===== src/packet_filter_config.svh =====
//------------------------------
// Sizes shared by the packet filter RTL
// Include wherever a width or depth is needed
//------------------------------
`ifndef PACKET_FILTER_CONFIG_SVH
`define PACKET_FILTER_CONFIG_SVH

// Stream beat, one 64-bit word
`define BEAT_WIDTH 64

// Packet memory, longer packets are cut here
`define MAX_BEATS 32
`define BEAT_ADDR_WIDTH 5

// Match rule table
`define RULE_COUNT 4
`define RULE_ADDR_WIDTH 2

`define TAG_WIDTH 8         // Reorder tag on every output beat
`define DROP_COUNT_WIDTH 16 // Wraps silently on overflow

`endif

===== src/packet_filter_pkg.sv =====
//------------------------------
// Struct types passed between the filter blocks
//------------------------------
`include "packet_filter_config.svh"

package packet_filter_pkg;

    typedef struct packed {
        logic [`BEAT_WIDTH-1:0] data;
        logic                   last;
    } beat_t;

    // Beat taken into the store, seen by the matcher in the same cycle
    typedef struct packed {
        logic                        valid;
        logic [`BEAT_ADDR_WIDTH-1:0] index; // Beat number inside the packet
        logic [`BEAT_WIDTH-1:0]      data;
        logic                        last;  // Also set at the truncation point
    } capture_t;

    typedef struct packed {
        logic                        enable;
        logic [`BEAT_ADDR_WIDTH-1:0] index; // Which beat the rule looks at
        logic [`BEAT_WIDTH-1:0]      mask;
        logic [`BEAT_WIDTH-1:0]      value; // Compared against data & mask
    } rule_t;

    typedef struct packed {
        logic                        valid;
        logic [`RULE_ADDR_WIDTH-1:0] slot;
        rule_t                       rule;
    } rule_write_t;

    typedef struct packed {
        logic                      valid;
        logic [`BEAT_ADDR_WIDTH:0] count; // 1 to MAX_BEATS
    } stored_packet_t;

    typedef struct packed {
        logic valid;
        logic accept;
    } verdict_t;

    typedef struct packed {
        logic                        valid;
        logic [`BEAT_ADDR_WIDTH-1:0] addr;
    } store_read_t;

    typedef struct packed {
        logic [`BEAT_WIDTH-1:0] data;
        logic                   last;
        logic [`TAG_WIDTH-1:0]  tag;
    } out_beat_t;

endpackage


===== src/packet_filter_top.sv =====
//------------------------------
// Packet filter top level
// Snoop stream in, tagged accepted packets out
//------------------------------
`timescale 1ns/10ps
`include "packet_filter_config.svh"

module packet_filter_top (
    input  logic                              clk,
    input  logic                              reset,
    input  packet_filter_pkg::beat_t          sn,
    input  logic                              sn_valid,
    input  packet_filter_pkg::rule_write_t    rule_wr,
    output packet_filter_pkg::out_beat_t      out,
    output logic                              out_valid,
    output logic [`DROP_COUNT_WIDTH-1:0]      dropped_count
);
    import packet_filter_pkg::*;

    capture_t       capture;     // Store to matcher, same cycle as sn
    stored_packet_t done;        // Store to forwarder
    verdict_t       verdict;     // Matcher to forwarder
    store_read_t    rd;
    beat_t          rd_data;
    logic           pkt_release;

    // Store and matcher both watch the snoop stream
    packet_store packet_store_inst (
        .clk           (clk),
        .reset         (reset),
        .sn            (sn),
        .sn_valid      (sn_valid),
        .rd            (rd),
        .pkt_release   (pkt_release),
        .capture       (capture),
        .done          (done),
        .rd_data       (rd_data),
        .dropped_count (dropped_count)
    );

    rule_matcher rule_matcher_inst (
        .clk     (clk),
        .reset   (reset),
        .rule_wr (rule_wr),
        .capture (capture),
        .verdict (verdict)
    );

    // Joins the two results
    packet_forwarder packet_forwarder_inst (
        .clk         (clk),
        .reset       (reset),
        .done        (done),
        .verdict     (verdict),
        .rd_data     (rd_data),
        .rd          (rd),
        .pkt_release (pkt_release),
        .out         (out),
        .out_valid   (out_valid)
    );

endmodule


===== src/packet_forwarder.sv =====
//------------------------------
// Plays out accepted packets from the store
// Tags every beat and frees the store
//------------------------------
`timescale 1ns/10ps
`include "packet_filter_config.svh"

module packet_forwarder (
    input  logic                                 clk,
    input  logic                                 reset,
    input  packet_filter_pkg::stored_packet_t    done,
    input  packet_filter_pkg::verdict_t          verdict,
    input  packet_filter_pkg::beat_t             rd_data,
    output packet_filter_pkg::store_read_t       rd,
    output logic                                 pkt_release,
    output packet_filter_pkg::out_beat_t         out,
    output logic                                 out_valid
);
    import packet_filter_pkg::*;

    store_read_t               rd_q;
    logic [`BEAT_ADDR_WIDTH:0] pkt_count;   // Beats to play, no reset
    logic [`BEAT_ADDR_WIDTH:0] last_addr;
    logic                      rd_final;
    logic                      pkt_go;
    logic                      out_valid_q; // Read valid delayed to match memory
    logic                      out_final_q;
    logic                      reject_q;
    logic [`TAG_WIDTH-1:0]     tag;

    assign pkt_go    = done.valid && verdict.valid && verdict.accept;
    assign last_addr = pkt_count - 1'b1;
    assign rd_final  = rd_q.valid && ({1'b0, rd_q.addr} == last_addr);
    assign rd        = rd_q;

    always_ff @(posedge clk) begin
        if (reset) begin
            rd_q        <= '0;
            out_valid_q <= 1'b0;
            out_final_q <= 1'b0;
            reject_q    <= 1'b0;
            tag         <= '0;
        end else begin
            if (pkt_go) begin
                rd_q.valid <= 1'b1;
                rd_q.addr  <= '0;
            end else if (rd_final)
                rd_q.valid <= 1'b0;
            else if (rd_q.valid)
                rd_q.addr <= rd_q.addr + 1'b1;
            out_valid_q <= rd_q.valid;
            out_final_q <= rd_final;
            reject_q    <= done.valid && !verdict.accept; // Release right after done
            if (pkt_release)
                tag <= tag + 1'b1;  // Counts accepted and rejected alike
        end
    end

    always_ff @(posedge clk) begin
        if (done.valid)
            pkt_count <= done.count;
    end

    // Release goes with the final out beat of an accepted packet
    assign pkt_release = reject_q || (out_valid_q && out_final_q);
    assign out_valid   = out_valid_q;

    always_comb begin
        out.data = rd_data.data;
        out.last = out_final_q || rd_data.last; // Forced for truncated packets
        out.tag  = tag;
    end

    // Store and matcher must finish the same packet together
    a_done_verdict: assert property (@(posedge clk) disable iff (reset)
        done.valid == verdict.valid)
        else $error("done and verdict out of step");

endmodule


===== src/rule_matcher.sv =====
//------------------------------
// Rule table checked against captured beats
// One verdict per captured packet
//------------------------------
`timescale 1ns/10ps
`include "packet_filter_config.svh"

module rule_matcher (
    input  logic                              clk,
    input  logic                              reset,
    input  packet_filter_pkg::rule_write_t    rule_wr,
    input  packet_filter_pkg::capture_t       capture,
    output packet_filter_pkg::verdict_t       verdict
);
    import packet_filter_pkg::*;

    rule_t                  rules [`RULE_COUNT];
    logic [`RULE_COUNT-1:0] hit;     // Rules already met earlier in this packet
    logic [`RULE_COUNT-1:0] hit_now; // Rules met by the current beat
    logic                   pkt_end;

    assign pkt_end = capture.valid && capture.last;

    // Each rule looks at exactly one beat position
    always_comb begin
        for (int i = 0; i < `RULE_COUNT; i++) begin
            hit_now[i] = capture.valid && rules[i].enable
                && (rules[i].index == capture.index)
                && ((capture.data & rules[i].mask) == rules[i].value);
        end
    end

    always_ff @(posedge clk) begin
        if (reset) begin
            for (int i = 0; i < `RULE_COUNT; i++) begin
                rules[i] <= '0;                 // All slots disabled
            end
            hit     <= '0;
            verdict <= '0;
        end else begin
            if (rule_wr.valid)
                rules[rule_wr.slot] <= rule_wr.rule;
            // Lines up with done from the store
            verdict.valid  <= pkt_end;
            verdict.accept <= pkt_end && (|(hit | hit_now));
            if (pkt_end)
                hit <= '0;                      // Fresh start for next packet
            else
                hit <= hit | hit_now;
        end
    end

    // Slot field may be wider than the table
    a_rule_slot: assert property (@(posedge clk) disable iff (reset)
        rule_wr.valid |-> (int'(rule_wr.slot) < `RULE_COUNT))
        else $error("rule write to slot %0d", rule_wr.slot);

endmodule


===== src/packet_store.sv =====
//------------------------------
// Packet memory fed by the snoop stream
// Holds one packet until the forwarder releases it
//------------------------------
`timescale 1ns/10ps
`include "packet_filter_config.svh"

module packet_store (
    input  logic                                 clk,
    input  logic                                 reset,
    input  packet_filter_pkg::beat_t             sn,
    input  logic                                 sn_valid,
    input  packet_filter_pkg::store_read_t       rd,
    input  logic                                 pkt_release,
    output packet_filter_pkg::capture_t          capture,
    output packet_filter_pkg::stored_packet_t    done,
    output packet_filter_pkg::beat_t             rd_data,
    output logic [`DROP_COUNT_WIDTH-1:0]         dropped_count
);
    import packet_filter_pkg::*;

    beat_t                       mem [`MAX_BEATS]; // Packet memory, no reset
    logic                        busy;             // Store holds or fills a packet
    logic                        rx_active;        // Between first and last beat on sn
    logic                        rx_keep;          // Current packet still goes to memory
    logic [`BEAT_ADDR_WIDTH-1:0] wr_idx;
    logic                        first_beat;
    logic                        start_keep;
    logic                        start_drop;
    logic                        at_limit;

    assign first_beat = sn_valid && !rx_active;
    assign start_keep = first_beat && !busy;
    assign start_drop = first_beat && busy;     // Whole packet is ignored
    assign at_limit   = (wr_idx == `BEAT_ADDR_WIDTH'(`MAX_BEATS - 1));

    // Straight from sn, no register on this path
    always_comb begin
        capture.valid = start_keep || (sn_valid && rx_active && rx_keep);
        capture.index = wr_idx;                 // Back at zero between packets
        capture.data  = sn.data;
        capture.last  = sn.last || at_limit;    // Truncated packets end here
    end

    always_ff @(posedge clk) begin
        if (reset) begin
            rx_active     <= 1'b0;
            rx_keep       <= 1'b0;
            wr_idx        <= '0;
            busy          <= 1'b0;
            done          <= '0;
            dropped_count <= '0;
        end else begin
            if (sn_valid) begin
                if (sn.last)
                    rx_active <= 1'b0;
                else if (first_beat)
                    rx_active <= 1'b1;
            end
            if (capture.valid) begin
                rx_keep <= !capture.last;       // Tail past the limit is skipped
                wr_idx  <= capture.last ? '0 : wr_idx + 1'b1;
            end
            if (start_keep)
                busy <= 1'b1;
            else if (pkt_release)
                busy <= 1'b0;
            done.valid <= capture.valid && capture.last;
            if (capture.valid && capture.last)
                done.count <= {1'b0, wr_idx} + 1'b1; // Held for the read check
            if (start_drop)
                dropped_count <= dropped_count + 1'b1;
        end
    end

    // Write port and one-cycle read port
    always_ff @(posedge clk) begin
        if (capture.valid)
            mem[wr_idx] <= sn;
        if (rd.valid)
            rd_data <= mem[rd.addr];
    end

    // Forwarder must stay inside the packet it was told about
    a_rd_in_packet: assert property (@(posedge clk) disable iff (reset)
        rd.valid |-> ({1'b0, rd.addr} < done.count))
        else $error("read past stored packet");

    a_release_busy: assert property (@(posedge clk) disable iff (reset)
        pkt_release |-> busy)
        else $error("release while store idle");

endmodule


===== config.mk =====
export PLATFORM = sky130hd
export DESIGN_NAME = packet_filter_top
export DESIGN_NICKNAME = d
export VERILOG_FILES = /design/src/packet_filter_pkg.sv /design/src/packet_filter_top.sv /design/src/packet_forwarder.sv /design/src/rule_matcher.sv /design/src/packet_store.sv
export VERILOG_INCLUDE_DIRS = /design/src
export SDC_FILE = /design/constraint.sdc
export NUM_CORES = 2
export LEC_CHECK = 0
export BUFFER_PORTS_ARGS = -buffer_cell sky130_fd_sc_hd__buf_2
export CAP_MARGIN = 20
export CORE_ASPECT_RATIO = 0.75
export CORE_MARGIN = 8
export CORE_UTILIZATION = 62
export DETAILED_ROUTE_END_ITERATION = 7
export PLACE_DENSITY = 0.79
export SYNTH_ARGS = -nofsm -noshare
export SYNTH_HDL_FRONTEND = slang
export SYNTH_SLANG_ARGS = --single-unit

===== constraint.sdc =====
create_clock -name clk -period 10.1 [get_ports clk]
set_clock_uncertainty 0.15 [all_clocks]
set_input_delay 2.525 -clock clk [delete_from_list [all_inputs] [get_ports clk]]
set_output_delay 2.525 -clock clk [all_outputs]
set_load 0.02 [all_outputs]

==> results.cfg <==
[yosys]
ys.warnings.count = 0
syn_area_um2 = 108000
synth.net_count = 5394
synth_seq_cells = 2740
yosysSeqAreaShare = 0.760
synthDistinctLibCells = 47
syn_area_per_cell_um2 = 20.8
synth_edf_count = 2687
synth_flop_cell = edfxtp_1
synthCells = 5180
async_flop_share = 0

[pwr]
p_sw_uw = 4850
powerDensity_nw_per_um2 = 191
sw_frac_of_total = 0.213
leakage_uw = 0.0380
pwr-share-comb = 0.036
seq_power_share = 0.561
vdd_drop_max_uv = 178
intPower_uw = 17900
power.share.clock = 0.403

[setup_path]
ff2ff_path_depth = 5
critical_path_arrival_ns = 5.98
cp-end-kind = flop
crit_path_start_kind = input port
worst-path-max-fanout = 38
crit_type = input port to flop
required_ns = 10.44

[detailed_routing]
drc = 0
dr.first_iter.drc_count = 8993
via_count = 55300
avgRoutedWirePerCell_um = 36.9
first_pass_iters = 6
totalWireLength_um = 296000
vias_per_cell = 6.90
ant_nets = 0

[sta]
setup_violations = 0
tightestPinTransition_ns = 1.20
drv_slew = 0
setup_ws_ns = 4.46
setup_tns_ns = 0
rsz0062_at_grt = false
fin_crit_sh = 0.559
hold_violations = 0
slew_headroom = 0.203
fmax_mhz = 177
min_period_ns = 5.64

[floorplanning]
die_w_um = 497
die_h_um = 377
ios = 295
rows = 132
start_util = 0.624
dieArea_um2 = 187000
core_um2 = 173000

[global_route]
grt_max_degree = 149
grt_pass1_vias = 54300
antenna_found_initial = 48
overflow = 0
gr-usage-all-layers = 0.313
grt_pass1_wl_um = 414000

[clocking]
cts_tree = done
cts_hold_buf = 0
cts_root_buf = clkbuf_16
cts_buffers = 234
clock_path_buffers = 3
cts_setup_buffers = 0
clkLatencyLatePin_ns = 0.88
clkSinkCount = 2740
clk_pin_slew_ns = 0.06
h-tree-depth = 4
cts_resized = 0

[placement]
pre_cts_ws_ns = 3.60
place.gp.congestion = 0.912
hpwl_um = 168000
dp_cells = 7560
port_buffers = 294

[run]
cap_violations = 0

[final_layout]
drive_gt1_frac = 0.260
fillCellCount = 9881
final_nets = 5734
final_cell_count_no_fill = 8016
syn_to_final_growth_pct = 10.9

[status]
status = complete, no violations

[hold_path]
hold_class = flop to flop
hold_path_depth = 0
power groups by stage:
stage               Sequential (uW)  Combinational, uW  Clock, uW
global placement              13000                779          0
finish                        12800                829       9180
CTS                           12800                817       9230
floorplan                     13000                308          0
detailed placement            13000                804          0
global route                  12800                856       9630
flip-flops by register name (all words and copies together) (netlist names):
signal and flops:
rule_matcher_inst.rules 536, packet_store_inst.mem 2080, packet_store_inst.done 6, rule_matcher_inst.verdict 2, packet_store_inst.busy 1, packet_store_inst.rx_keep 1
packet_forwarder_inst.tag 8, packet_forwarder_inst.rd 6, packet_store_inst.dropped_count 16, packet_store_inst.rd_data 65, packet_forwarder_inst.reject_q 1, packet_forwarder_inst.out_final_q 1
rule_matcher_inst.hit 4, packet_store_inst.wr_idx 5, packet_forwarder_inst.pkt_count 6, packet_store_inst.rx_active 1, packet_forwarder_inst.out_valid 1
cell type report:
| cell class | instances | area, um^2 | area share |
|---|---|---|---|
| inverter | 6 | 22.5 | 0.000189 |
| clock buffer | 285 | 6140 | 0.0514 |
| sequential | 2740 | 81800 | 0.685 |
| antenna | 25 | 62.6 | 0.000524 |
| timing repair buffer | 394 | 2320 | 0.0194 |
| multi-input combinational | 2144 | 24700 | 0.207 |
| tap | 2278 | 2850 | 0.0239 |
| clock inverter | 144 | 1560 | 0.0131 |
stage by stage:
stage	instance area, um^2	hold slack, ns	total power, uW	utilization
6_report	119000	0.281	22800	0.692
5_1_grt	119000	0.300	23300	0.691
4_1_cts	119000	0.282	22800	0.691
3_5_place_dp	112000	0.266	13800	0.647
3_3_place_gp	112000	0.271	13800	0.647
2_1_floorplan	108000	0.246	13300	-
cells in the mapped netlist, drive strengths merged (19+ instances only):
cell    count  area share
xor2      213       0.017
a21oi      50      0.0023
and3b      27      0.0022
nand4      61      0.0035
edfxtp   2687        0.75
nand2     203      0.0071
a21boi     26      0.0018
nand3      30      0.0014
o22a       19      0.0015
dfxtp      53      0.0099
nor4       19      0.0011
and2      538       0.031
and3       47      0.0027
mux4      650        0.14
clkbuf    145      0.0051
buf       145      0.0086
nor2       77      0.0027
mux2       65      0.0068
worst max-delay path, cell delays in order:
cell and delay [ns]:
buf_2 0.12, and3_1 0.70, nand2_1 0.75, nor2_4 1.08, buf_4 0.73
cell usage in the layout (no fill, tap or decap), types with 4 or more instances in the layout:
cell / n
clkinvlp_4: 11
and3b_1: 27
a21oi_1: 50
buf_12: 6
nor3_1: 6
inv_1: 6
clkinv_1: 54
buf_2: 294
nor2_4: 32
clkbuf_16: 238
nand4_1: 61
clkbuf_1: 46
nand2b_1: 4
a21boi_0: 26
and2_1: 538
nor2_1: 45
o22a_1: 19
clkinv_2: 38
dfxtp_1: 47
clkinv_16: 5
diode_2: 25
nor4_1: 19
or3_1: 5
xor2_1: 213
nand3_1: 30
nand2_1: 203
mux4_2: 650
a41oi_1: 4
and3_1: 47
ha_1: 9
o21ai_0: 9
xnor2_1: 15
a211oi_1: 17
a21o_1: 17
edfxtp_1: 2687
bufinv_16: 27
mux2_2: 65
dfxtp_4: 6
buf_4: 93
logic make-up (layout without fill, tap and decap cells):
group | after synthesis | count (layout) | share of synthesized area
DFF | 2740 | 2740 | 0.760
and+or+nand+nor | 1039 | 1039 | 0.0543
muxes | 717 | 717 | 0.143
buffers and inverters | 296 | 829 | 0.0139
xor gates and xnor gates | 229 | 229 | 0.0188
AOI/OAI and AO/OA | 150 | 150 | 0.00942
adders and majority gates | 9 | 9 | 0.00105
other | 0 | 25 | 0
final timing paths:
path | startpoint | slack (ns) | to
setup / recovery | sn_valid | 4.46 | packet_store_inst.mem[8][13]
hold / removal | packet_store_inst.done[3] | 0.28 | packet_forwarder_inst.pkt_count[3]
setup reg to reg | packet_forwarder_inst.rd[1] | 5.53 | packet_store_inst.rd_data[58]
hold reg to reg | packet_store_inst.done[3] | 0.28 | packet_forwarder_inst.pkt_count[3]
metal layers:
metal	vias up	GRT usage	wire, um
met5	-	0	129
met4	18	0.113	12900
met3	601	0.0821	38100
met2	4422	0.499	141000
met1	28700	0.424	104000
li1	21500	-	-
No activity file was read; power rests on OpenSTA's default activity.
